$ cat src/rtl/shim_pkg.sv
/*
 * Shared types and the fixed address map of the core data shim.
 * Every RTL module and the testbench import from here.
 */
package shim_pkg;

  // Widths that carry a meaning
  typedef logic [31:0] addr_t;
  typedef logic [31:0] data_t;
  typedef logic [3:0]  strb_t;

  // Sized for up to 8 outstanding reads
  typedef logic [2:0]  rob_id_t;

  // Core request, the ID is filled in by the shim
  typedef struct packed {
    addr_t   addr;
    logic    write;
    data_t   data;
    strb_t   strb;
    rob_id_t id;
  } dreq_t;

  // Read response, returned by a bank or the SoC
  typedef struct packed {
    data_t   data;
    rob_id_t id;
    logic    error;
  } dresp_t;

  // TCDM window
  // anything outside of it is routed to the SoC port
  localparam addr_t TcdmBase = 32'h0000_0000;
  localparam addr_t TcdmSize = 32'h0000_1000;

  // Bank response register
  typedef enum logic {
    idle,
    resp_pending
  } target_state_e;

endpackage

$ cat src/rtl/reorder_buffer.sv
/*
 * Reorder buffer for read responses. IDs are handed out in issue order,
 * responses are stored by ID and leave in the same order, head falls through.
 */
module reorder_buffer #(
  parameter int unsigned MaxOutstandingReads = 8
) (
  input  logic              clk_i,
  input  logic              rst_n_i,
  // ID allocation
  input  logic              id_req_i,
  output shim_pkg::rob_id_t id_o,
  output logic              full_o,
  // Response write
  input  logic              push_i,
  input  shim_pkg::dresp_t  resp_i,
  // In-order read
  output shim_pkg::dresp_t  resp_o,
  output logic              valid_o,
  input  logic              pop_i
);
  import shim_pkg::*;

  localparam int unsigned IdWidth  = $clog2(MaxOutstandingReads);
  localparam int unsigned CntWidth = $clog2(MaxOutstandingReads + 1);

  logic [IdWidth-1:0]             wr_ptr_q;
  logic [IdWidth-1:0]             rd_ptr_q;
  logic [CntWidth-1:0]            count_q;
  logic [MaxOutstandingReads-1:0] slot_valid_q;
  logic [MaxOutstandingReads-1:0] slot_error_q;
  data_t                          slot_data_q [MaxOutstandingReads];

  logic [IdWidth-1:0] push_id;
  logic               head_hit;
  logic               pop;

  // Depth need not be a power of two
  function automatic logic [IdWidth-1:0] next_ptr(input logic [IdWidth-1:0] ptr);
    if (ptr == IdWidth'(MaxOutstandingReads - 1)) begin
      return '0;
    end
    return ptr + 1'b1;
  endfunction

  assign push_id  = resp_i.id[IdWidth-1:0];
  assign head_hit = push_i && (push_id == rd_ptr_q);
  assign valid_o  = slot_valid_q[rd_ptr_q] || head_hit;
  assign pop      = pop_i && valid_o;

  assign id_o   = rob_id_t'(wr_ptr_q);
  assign full_o = (count_q == CntWidth'(MaxOutstandingReads));

  always_comb begin
    resp_o.id = rob_id_t'(rd_ptr_q);
    if (slot_valid_q[rd_ptr_q]) begin
      resp_o.data  = slot_data_q[rd_ptr_q];
      resp_o.error = slot_error_q[rd_ptr_q];
    end else begin
      // Head arriving this cycle
      resp_o.data  = resp_i.data;
      resp_o.error = resp_i.error;
    end
  end

  always_ff @(posedge clk_i or negedge rst_n_i) begin
    if (!rst_n_i) begin
      wr_ptr_q     <= '0;
      rd_ptr_q     <= '0;
      count_q      <= '0;
      slot_valid_q <= '0;
    end else begin
      if (id_req_i) begin
        wr_ptr_q <= next_ptr(wr_ptr_q);
      end
      if (pop) begin
        rd_ptr_q <= next_ptr(rd_ptr_q);
      end
      case ({id_req_i, pop})
        2'b10:   count_q <= count_q + 1'b1;
        2'b01:   count_q <= count_q - 1'b1;
        default: count_q <= count_q;
      endcase
      if (push_i) begin
        slot_valid_q[push_id] <= 1'b1;
      end
      // Clearing wins so a fall-through push is never kept
      if (pop) begin
        slot_valid_q[rd_ptr_q] <= 1'b0;
      end
    end
  end

  always_ff @(posedge clk_i) begin
    if (push_i) begin
      slot_data_q[push_id]  <= resp_i.data;
      slot_error_q[push_id] <= resp_i.error;
    end
  end

endmodule

$ cat src/rtl/addr_demux.sv
/*
 * Routes each request to a TCDM bank or the SoC port by address, and merges
 * target responses back with a round-robin choice, one per cycle.
 */
module addr_demux #(
  parameter int unsigned NrTCDM = 2
) (
  input  logic                         clk_i,
  input  logic                         rst_n_i,
  // From the shim
  input  shim_pkg::dreq_t              req_i,
  input  logic                         req_valid_i,
  output logic                         req_ready_o,
  output shim_pkg::dresp_t             resp_o,
  output logic                         resp_valid_o,
  // To the targets, SoC at the highest index
  output shim_pkg::dreq_t  [NrTCDM:0]  tgt_req_o,
  output logic             [NrTCDM:0]  tgt_valid_o,
  input  logic             [NrTCDM:0]  tgt_ready_i,
  input  shim_pkg::dresp_t [NrTCDM:0]  tgt_resp_i,
  input  logic             [NrTCDM:0]  tgt_resp_valid_i,
  output logic             [NrTCDM:0]  tgt_resp_ready_o
);
  import shim_pkg::*;

  localparam int unsigned NrPorts  = NrTCDM + 1;
  localparam int unsigned SelWidth = $clog2(NrPorts);
  localparam int unsigned SocPort  = NrTCDM;

  logic                in_tcdm;
  logic [SelWidth-1:0] req_sel;
  logic [SelWidth-1:0] resp_sel;
  logic [SelWidth-1:0] rr_q;
  logic                resp_found;

  assign in_tcdm = (req_i.addr >= TcdmBase) && (req_i.addr < TcdmBase + TcdmSize);

  // Word interleaved over the banks
  always_comb begin
    if (in_tcdm) begin
      req_sel = SelWidth'((req_i.addr >> 2) & addr_t'(NrTCDM - 1));
    end else begin
      req_sel = SelWidth'(SocPort);
    end
  end

  // Payload goes to all ports, valid only to the selected one
  always_comb begin
    tgt_valid_o = '0;
    for (int unsigned p = 0; p < NrPorts; p++) begin
      tgt_req_o[p] = req_i;
    end
    tgt_valid_o[req_sel] = req_valid_i;
  end

  assign req_ready_o = tgt_ready_i[req_sel];

  // First valid response at or after the pointer
  always_comb begin
    int unsigned idx;
    resp_found = 1'b0;
    resp_sel   = rr_q;
    for (int unsigned i = 0; i < NrPorts; i++) begin
      idx = rr_q + i;
      if (idx >= NrPorts) begin
        idx = idx - NrPorts;
      end
      if (!resp_found && tgt_resp_valid_i[idx]) begin
        resp_found = 1'b1;
        resp_sel   = SelWidth'(idx);
      end
    end
  end

  assign resp_o       = tgt_resp_i[resp_sel];
  assign resp_valid_o = resp_found;

  // Shim always takes the response, so ready goes to the winner only
  always_comb begin
    tgt_resp_ready_o = '0;
    tgt_resp_ready_o[resp_sel] = resp_found;
  end

  always_ff @(posedge clk_i or negedge rst_n_i) begin
    if (!rst_n_i) begin
      rr_q <= '0;
    end else if (resp_found) begin
      if (resp_sel == SelWidth'(NrPorts - 1)) begin
        rr_q <= '0;
      end else begin
        rr_q <= resp_sel + 1'b1;
      end
    end
  end

endmodule

$ cat src/rtl/tcdm_shim.sv
/*
 * Core-facing data shim. Tags reads with a reorder ID, routes requests
 * through the address demux and returns read data in issue order.
 */
module tcdm_shim #(
  parameter int unsigned NrTCDM              = 2,
  parameter int unsigned MaxOutstandingReads = 8
) (
  input  logic                              clk_i,
  input  logic                              rst_n_i,
  // Core
  input  shim_pkg::dreq_t                   data_q_i,
  input  logic                              data_qvalid_i,
  output logic                              data_qready_o,
  output shim_pkg::dresp_t                  data_p_o,
  output logic                              data_pvalid_o,
  input  logic                              data_pready_i,
  // TCDM banks
  output shim_pkg::dreq_t  [NrTCDM-1:0]     tcdm_req_o,
  output logic             [NrTCDM-1:0]     tcdm_req_valid_o,
  input  logic             [NrTCDM-1:0]     tcdm_req_ready_i,
  input  shim_pkg::dresp_t [NrTCDM-1:0]     tcdm_resp_i,
  input  logic             [NrTCDM-1:0]     tcdm_resp_valid_i,
  output logic             [NrTCDM-1:0]     tcdm_resp_ready_o,
  // SoC
  output shim_pkg::dreq_t                   soc_req_o,
  output logic                              soc_qvalid_o,
  input  logic                              soc_qready_i,
  input  shim_pkg::dresp_t                  soc_resp_i,
  input  logic                              soc_pvalid_i,
  output logic                              soc_pready_o
);
  import shim_pkg::*;

  dreq_t              demux_req;
  logic               demux_ready;
  dresp_t             demux_resp;
  logic               demux_resp_valid;
  logic               rob_full;
  rob_id_t            rob_id;
  logic               read_blocked;
  logic               id_req;

  dreq_t  [NrTCDM:0]  tgt_req;
  logic   [NrTCDM:0]  tgt_valid;
  logic   [NrTCDM:0]  tgt_resp_ready;

  always_comb begin
    demux_req    = data_q_i;
    demux_req.id = data_q_i.write ? rob_id_t'(0) : rob_id;
  end

  // Only reads need a free reorder slot
  assign read_blocked  = !data_q_i.write && rob_full;
  assign data_qready_o = demux_ready && !read_blocked;
  assign id_req        = data_qvalid_i && data_qready_o && !data_q_i.write;

  reorder_buffer #(
    .MaxOutstandingReads(MaxOutstandingReads)
  ) i_reorder_buffer (
    .clk_i   (clk_i),
    .rst_n_i (rst_n_i),
    .id_req_i(id_req),
    .id_o    (rob_id),
    .full_o  (rob_full),
    .push_i  (demux_resp_valid),
    .resp_i  (demux_resp),
    .resp_o  (data_p_o),
    .valid_o (data_pvalid_o),
    .pop_i   (data_pready_i)
  );

  addr_demux #(
    .NrTCDM(NrTCDM)
  ) i_addr_demux (
    .clk_i           (clk_i),
    .rst_n_i         (rst_n_i),
    .req_i           (demux_req),
    .req_valid_i     (data_qvalid_i && !read_blocked),
    .req_ready_o     (demux_ready),
    .resp_o          (demux_resp),
    .resp_valid_o    (demux_resp_valid),
    .tgt_req_o       (tgt_req),
    .tgt_valid_o     (tgt_valid),
    .tgt_ready_i     ({soc_qready_i, tcdm_req_ready_i}),
    .tgt_resp_i      ({soc_resp_i, tcdm_resp_i}),
    .tgt_resp_valid_i({soc_pvalid_i, tcdm_resp_valid_i}),
    .tgt_resp_ready_o(tgt_resp_ready)
  );

  // Banks take the low ports, SoC the top one
  assign tcdm_req_o        = tgt_req[NrTCDM-1:0];
  assign tcdm_req_valid_o  = tgt_valid[NrTCDM-1:0];
  assign tcdm_resp_ready_o = tgt_resp_ready[NrTCDM-1:0];
  assign soc_req_o         = tgt_req[NrTCDM];
  assign soc_qvalid_o      = tgt_valid[NrTCDM];
  assign soc_pready_o      = tgt_resp_ready[NrTCDM];

endmodule

$ cat config.mk
export PLATFORM = sky130hd
export DESIGN_NAME = tcdm_shim
export DESIGN_NICKNAME = d
export VERILOG_FILES = /design/src/rtl/shim_pkg.sv /design/src/rtl/reorder_buffer.sv /design/src/rtl/addr_demux.sv /design/src/rtl/tcdm_shim.sv
export SDC_FILE = /design/constraint.sdc
export NUM_CORES = 1
export LEC_CHECK = 0
export BUFFER_PORTS_ARGS = -buffer_cell sky130_fd_sc_hd__buf_2
export CAP_MARGIN = 5
export CORE_UTILIZATION = 45
export DETAILED_ROUTE_END_ITERATION = 16
export MAX_ROUTING_LAYER = met4
export PLACE_DENSITY = 0.82
export SYNTH_ARGS = -nofsm -noshare
export SYNTH_HDL_FRONTEND = slang
export SYNTH_SLANG_ARGS = --single-unit
$ cat constraint.sdc
create_clock -name clk_i -period 16.4 [get_ports clk_i]
set_clock_uncertainty 0.15 [all_clocks]
set_input_delay 0 -clock clk_i [delete_from_list [all_inputs] [get_ports clk_i]]
set_output_delay 0 -clock clk_i [all_outputs]
set_load 0.05 [all_outputs]
# ---- Word level (Yosys, flattened, before mapping)
# Memory sizes are Yosys's and may differ from the RTL's.
# Cells that the tools add are included.
dict set report totals {
  elab_cells 115
  ram_bits 256
  ff_bits 28
  out_inout_bits 260
  memories 1
  inputBits 190
}
dict set report classes {
  n_reduce_logical 20
  n_addsub 10
  muxes 50
  n_bitwise 5
  eq_ne 7
  magnitude_cmp 16
}
# memory depth width read_ports rd_clocked_by_memory_dff wr line
set memory_table {}
lappend memory_table {i_reorder_buffer.slot_data_q 8 32 1 0 1 reorder_buffer.sv:32} ;# data_t slot_data_q [MaxOutstandingReads];
# cell n
set ops {}
lappend ops {{32-bit 2-to-1 mux} 4}
lappend ops {{32-bit by 3-bit less-than comparator with 1-bit output, second input constant} 3}
lappend ops {{36-bit binary-select mux with 2-bit select} 1}
lappend ops {{32-bit by 2-bit >= comparator with 1-bit output, second input constant} 2}
lappend ops {{32-bit by 2-bit subtractor with 32-bit output, second input constant} 2}
lappend ops {{36-bit 2-to-1 mux} 1}
lappend ops {{32-bit by 1-bit >= comparator with 1-bit output, second input constant} 1}
lappend ops {{32-bit by 13-bit less-than comparator with 1-bit output, second input constant} 1}
lappend ops {{1-bit 2-to-1 mux} 20}
lappend ops {{8-bit 2-to-1 mux} 2}
lappend ops {{3-bit 2-to-1 mux} 5}
lappend ops {{1-bit logical AND} 14}
lappend ops {{2-bit 2-to-1 mux} 5}
lappend ops {{8-bit bitwise AND} 1}
lappend ops {{1-bit binary-select mux with 2-bit select} 4}
lappend ops {{8-bit bitwise mux} 1}
lappend ops {{3-bit by 4-bit less-than comparator with 1-bit output, second input constant} 2}
lappend ops {{8-bit NOT} 1}
lappend ops {{8-bit bitwise OR} 1}
lappend ops {{4-bit one-hot mux with 2 select lines} 1}
lappend ops {{3-bit by 1-bit adder with 3-bit output, second input constant} 2}
lappend ops {{3-bit bitwise AND} 2}
lappend ops {{1-bit binary-select mux with 3-bit select} 2}
lappend ops {{1-bit demux with 3-bit select} 2}
lappend ops {{other kinds (19)} 28}

# ---- Depth between registers and ports, before layout
# Gate-level depths: netlist of run 1.
dict set report depth {
  word_depth 21
  ltp_mapped 19
  depth_no_buf 16
}

# ---- Modules after synthesis
# A second synthesis of run 1 with hierarchy kept.
dict set report hier_totals {
  cells_unflattened 971
  hier_area_um2 13676.9
}
# mod seq_area_each_um2 n_inst cells_each area_per_inst_um2
set by_module_without_submodules {}
lappend by_module_without_submodules {reorder_buffer 8378.0 1 599 10730.3}
lappend by_module_without_submodules {addr_demux 50.0 1 364 2892.8}
lappend by_module_without_submodules {tcdm_shim 0.0 1 8 53.8}

# ---- Worst setup path after synthesis of run 1
# Ideal clock, no wire load.
dict set report synth_path {
  path_type {reg2reg}
  from {reg i_addr_demux.rr_q[0]}
  to {mem i_reorder_buffer.slot_data_q[7][0] (netlist bit), enable pin}
  path_stages_with_launch 12
  setup_ns 0.474
  path_buffers 3
  required_ns 15.776
  setup_slack_ns 10.785
  synth_period_minus_slack_ns 5.615
  t_arrival_ns 4.991
  cell_sequence {dfrtp_1 inv_1 ha_1 buf_4 a21o_1 a221o_2 a22o_1 a21o_1 buf_4 buf_4 o22ai_2 nor3b_1}
}
dict set report synth_between {
  elab_chain_cells 13
  word_cells_on_any_way 31
  cone_classes {add/sub: 5; order compare: 3; mux: 19; reduce/logical: 4}
}
# element line
set synth_lines {}
lappend synth_lines {{start: declaration} addr_demux.sv:33} ;# logic [SelWidth-1:0] rr_q;
lappend synth_lines {{start signal: assignment} addr_demux.sv:91} ;# rr_q <= resp_sel + 1'b1;
lappend synth_lines {{parallel branches: the longest is 13 deep, another holds 32-bit by 2-bit subtractor with 32-bit output} n/a}
lappend synth_lines {{end: declaration} reorder_buffer.sv:32}
# Parallel ways; which one is timed is not known. The select of a mux whose other input is x is not followed.

==> out/results.txt, run 1 <==
via count: 9263
drt drc: 0
Final nets: 1348
Post-synth EDFFs: 264
Yosys top cell by area: edfxtp_1
Seq/Total Area, Yosys: 0.609
Reg2Reg Setup Slack: 11.37 ns
worst r2r dst: i_reorder_buffer.count_q[3]
Slew HR: 0.176
critical path's top delay family: compound AO/OA/AOI/OAI gates
Via density: 5.95
main flop type after synthesis: edfxtp_1
die area: 0.0315 mm²
outcome: finished with violations
Worst path slowest cell: o21ai_0
FP Rows: 63
starting density of the core: 0.462
library cells used by synthesis: 68
WL/cell: 25.4 µm
syn avg cell area: 13.5 µm²
Post-synth top cells: 264 x edfxtp_1, 217 x buf_4, 68 x a22oi_1
Inst Count DP: 1427
CTS max path bufs: 3
clk root buf: clkbuf_16
Post-Syn Area: 0.0138 mm²
Worst Path Required: 16.25 ns
# setup viols final: 0
Iteration-0 DRC Markers: 1003
Startpoint Class: register
Die Y: 177 µm
CP bufs+invs: 3
Yosys warnings: 0
cell with the most instances after synthesis: edfxtp_1
Hold Path Cell Cnt: 3
non-filler cells, final: 1558
Routed Antenna Nets: 0
Tcrit/Tclk final: 0.315
fmax: 0.194 GHz
post-DP HPWL: 24500 µm
remaining global-route overflow: 0
postcts setup bufs: 0
Data arrival, critical path: 5.01 ns
highest routed layer: met4
reg2reg path depth: 17
HP Class: in -> reg
CP Cell Sequence: inv_1, ha_1, mux2_4, mux2i_4, or4b_1, nand3_2, buf_4, mux2i_1, o21ai_0, o21a_1, buf_2
H-tree level count: 1
setup TNS: 0 ns
MaxCap Viol Count: 0
post-synthesis cell count: 1029
leading post-synthesis cells by cell area: edfxtp_1 57%, buf_4 12%, a22oi_1 3.7%, dfrtp_1 3.6%, mux2i_1 3.0%
Async SR Flop Fraction: 0.0704
met2 WL: 20000 µm
largest net degree at the start of global routing: 68
critical path capture point type: output port
RSZ-0062 raised after global routing: no
Yosys reg bits: 284
Tightest Pin Transition: 1.22 ns
share of cells above drive strength 1: 0.348
Pre-Repair DR Iteration Count: 5
PortBufs: 258
critical path peak fanout: 35
Area Growth Syn to Fin: 16.9%
Post-Syn Nets: 1230
CORE AREA: 0.0300 mm²
I/O pins: 450
final hold viol count: 8
Reg clk slew, reported paths: 0.06 ns
Die Width: 177 µm
first-pass GRT wire length: 56300 µm
Slew Limit Fails: 0
placer congestion estimate: 0.930
worst-skew pair later-pin latency: 0.55 ns
CP Class: reg -> out
Ant. Diodes: 0
CTS Buf Count: 28
DRT Wirelength: 39600 µm
vias in the first global route: 9062
TritonCTS Sinks: 284
worst-case hold slack: -0.0138 ns
hold endpoint: i_reorder_buffer.slot_data_q[2][28]
crit-path max cell delay: 0.96 ns
WL met3: 4160 µm
reg2reg start: i_addr_demux.rr_q[0]
crit path time final: 5.16 ns
hold path start: tcdm_resp_i[68]
Global Route Usage Sum: 0.252
met1 WL: 14500 µm
violated checks: negative hold slack
share of the synthesized area in the top cell type: 0.573
antenna violations before repair: 0
TritonCTS clock tree: done
-- metal layers --
layer | GRT usage | up-vias
met2 | 0.426 | 603
met3 | 0.0628 | 77
li1 | - | 4025
met1 | 0.298 | 4558
met5 | - | -
met4 | 0.0716 | 0
-- layout make-up --
cell class | instances | area (µm²)
Multi-Input combinational cell | 466 | 3620
Tap cell | 390 | 488
Timing Repair Buffer | 354 | 2680
Clock inverter | 18 | 198
Clock buffer | 33 | 719
Sequential cell | 284 | 8430
Fill cell | 2358 | 13800
Inverter | 13 | 48.8
-- how the worst max path moves through the flow --
stage	start	endpoint	slack, ns	depth (start not counted)
global placement	i_addr_demux.rr_q[0]	i_reorder_buffer.count_q[3]	11.50	17
finish	i_addr_demux.rr_q[0]	data_p_o[22]	11.24	11
global route	i_addr_demux.rr_q[0]	data_p_o[13]	11.00	11
detailed placement	i_addr_demux.rr_q[0]	i_reorder_buffer.count_q[3]	11.40	17
floorplan	i_addr_demux.rr_q[0]	i_reorder_buffer.slot_data_q[7][0]	10.79	11
CTS	i_addr_demux.rr_q[0]	data_p_o[13]	11.24	11
-- cells in the final DEF, fill, tap and decap left out, drive strengths merged, types with 3 or more instances in the layout --
cell type	count
buf	321
edfxtp	264
a22oi	68
nand2	47
mux2i	42
nand4	38
o21ai	36
a22o	35
a221oi	34
o21a	33
dlygate4sd3	33
clkbuf	33
dfrtp	20
nor2	16
inv	14
clkinv	12
ha	10
nor3	10
nor4	8
a2bb2oi	8
mux2	7
nor3b	7
a21o	6
a21oi	6
nor2b	5
o31ai	5
nand2b	3
nand3b	3
bufinv	3
nand3	3
-- what timing repair did --
action                    4_1_cts  5_1_grt
hold endpoints to repair      340        0
gates resized for setup         0        0
hold buffers                   80        0
-- stage by stage --
stage	hold slack [ns]	utilization	area (µm²)	setup slack (ns)
global placement	-0.167	0.467	14000	11.50
global route	0.0149	0.540	16200	11.00
finish	-0.0138	0.540	16200	11.24
detailed placement	-0.167	0.467	14000	11.40
floorplan	-0.446	-	13800	10.79
CTS	0.0129	0.540	16200	11.24
-- cell families after synthesis --
kind of cell | synth area share
compound gates | 0.141
xor+xnor | 0.00253
fa+ha+maj | 0.0105
buf+inv | 0.138
flops | 0.609
mux | 0.0391
simple gates | 0.0600
-- worst reg2reg max path, delay by kind of cell, from the launching register on --
family	cells	cell delay, ns
simple gates	3	0.92
fa+ha+maj	3	0.82
xor+xnor	2	0.28
mux	2	0.57
buf+inv	2	0.63
compound gates	5	1.13
flops	1	0.42
-- sequential cells by signal, indices dropped and copies added (netlist names) --
register                       flops
i_reorder_buffer.slot_data_q     256
i_reorder_buffer.slot_error_q      8
i_reorder_buffer.slot_valid_q      8
i_reorder_buffer.count_q           4
i_reorder_buffer.id_o              3
i_reorder_buffer.rd_ptr_q          3
i_addr_demux.rr_q                  2
Power of run 1 is not shown: default switching activity piles up to over one toggle a cycle in this logic, so the estimate is an artifact.
==> run 2, diff against run 1 <==
Settings changed: PLACE_DENSITY 0.82 to 0.85.
Clock period 16.4 ns to 4.45 ns, I/O delays scaled along.
==> out/results.txt, run 2 (synthesis gave the netlist of run 1 again) <==
outcome: finished, final reports clean
PortBufs: 258 (unchanged)
Largest regs: i_reorder_buffer.slot_data_q (256), i_reorder_buffer.slot_error_q (8), i_reorder_buffer.slot_valid_q (8)
CP Cell Sequence: inv_1, ha_1, a21o_1, a221o_2, nand4b_1, nand3_2, buf_12, nor2_4, buf_8, nand2_1, o21ai_1, o21a_1, buf_2
Die Width: 177 µm (unchanged)
non-filler cells, final: 1632 (+4.7%)
Startpoint Class: register
WL/cell: 25.2 µm (-0.67%)
Tightest Pin Transition: 1.02 ns (-0.203 ns)
via count: 9872 (+6.6%)
HP Class: in -> out
largest net degree at the start of global routing: 68 (unchanged)
critical path peak fanout: 37 (+5.7%)
critical path capture point type: output port
clk root buf: clkbuf_16
Routed Antenna Nets: 0 (unchanged)
H-tree level count: 1 (unchanged)
Biggest register: i_reorder_buffer.slot_data_q
# setup viols final: 0 (unchanged)
Data arrival, critical path: 4.09 ns (-0.92 ns)
most frequent cells in the layout: 264 x edfxtp_1, 258 x buf_2, 68 x a22oi_1
CTS Buf Count: 26 (-7.1%)
share of cells above drive strength 1: 0.361 (+0.0134)
I/O pins: 450 (unchanged)
final hold viol count: 0 (-8)
Worst path slowest cell: dfrtp_1
first-pass GRT wire length: 58900 µm (+4.6%)
placer congestion estimate: 0.909 (-2.3%)
CTS max path bufs: 3 (unchanged)
worst-skew pair later-pin latency: 0.52 ns (-0.03 ns)
drt drc: 0 (unchanged)
Area Growth Syn to Fin: 22.0%
commonest non-fill, non-tap cell in the layout: edfxtp_1
TritonCTS Sinks: 284 (unchanged)
Via density: 6.05 (+1.7%)
max reg flops: 256 (unchanged)
Slew HR: 0.318 (+0.142)
Iteration-0 DRC Markers: 884 (-12%)
MaxCap Viol Count: 0 (unchanged)
Die Y: 177 µm (unchanged)
fmax: 0.236 GHz
antenna violations before repair: 1 (+1)
die area: 0.0315 mm² (unchanged)
worst-case hold slack: 0.0101 ns (+0.0240 ns)
DRT Wirelength: 41200 µm (+4.1%)
Tcrit/Tclk final: 0.953
Slew Limit Fails: 0 (unchanged)
Worst Path Required: 4.30 ns (-11.95 ns)
post-DP HPWL: 25100 µm (+2.5%)
starting density of the core: 0.462 (unchanged)
CORE AREA: 0.0300 mm² (unchanged)
crit path time final: 4.24 ns
Reg clk slew, reported paths: 0.06 ns (about the same)
Final nets: 1426 (+5.8%)
FP Rows: 63 (unchanged)
crit-path max cell delay: 0.42 ns (-0.54 ns)
Global Route Usage Sum: 0.261 (+0.00870)
TritonCTS clock tree: done
remaining global-route overflow: 0 (unchanged)
CP Class: reg -> out
RSZ-0062 raised after global routing: no
Pre-Repair DR Iteration Count: 5 (unchanged)
vias in the first global route: 9527 (+5.1%)
Inst Count DP: 1470 (+3.0%)
run 2: cell type report:
class                      instances  area (µm²)
multi-input combinational        466        3650
sequential                       284        8430
antenna                            1        2.50
inverter                          13        48.8
timing repair buffer             434        3480
fill                            2227       13100
tap                              390         488
clock inverter                     9         110
clock buffer                      35         684
run 2: worst paths after layout:
| kind | startpoint | end | slack [ns] | depth (start not counted) |
|---|---|---|---|---|
| min reg2reg | i_reorder_buffer.count_q[3] | i_reorder_buffer.count_q[3] | 0.32 | 1 |
| min | data_q_i[33] | soc_req_o[33] | 0.01 | 1 |
| max in group asynchronous | rst_n_i | i_reorder_buffer.slot_valid_q[2] | 2.95 | 3 |
| max reg2reg | i_addr_demux.rr_q[0] | i_reorder_buffer.slot_data_q[1][18] | 0.24 | 13 |
| max | i_addr_demux.rr_q[1] | data_p_o[20] | 0.21 | 13 |
| min in group asynchronous | rst_n_i | i_addr_demux.rr_q[1] | 0.58 | 3 |
run 2: layer usage:
metal | global-route usage | up-vias | part of all wire
met3 | 0.0555 | 113 | 0.10
met2 | 0.427 | 726 | 0.50
met4 | 0.100 | 0 | 0.036
met1 | 0.316 | 4847 | 0.37
met5 | - | - | 0
li1 | - | 4186 | -
run 2: metrics by stage:
step	TNS [ns]	area [µm²]	setup WS, ns	utilization
4_1_cts	0	16800	0.0169	0.561
3_5_place_dp	0	14400	0.218	0.482
2_1_floorplan	-68.30	13900	-0.971	-
5_1_grt	0	16900	0.0161	0.564
3_3_place_gp	0	14400	0.241	0.482
6_report	0	16900	0.209	0.564
run 2: worst max-delay path, delay by kind of cell (launching register included):
family | cells | cell delay, ns
simple gates | 4 | 0.78
flops | 1 | 0.42
buf+inv | 4 | 0.94
compound gates | 4 | 1.06
fa+ha+maj | 1 | 0.31
run 2: what timing repair did:
item,in CTS,in global routing
buffers inserted,0,3
endpoints found under the setup margin,3,209
hold endpoints to repair,434,8
hold buffers,112,2
resized for setup,3,7
pin swaps,0,1
Power of run 2 is left out for the same reason.
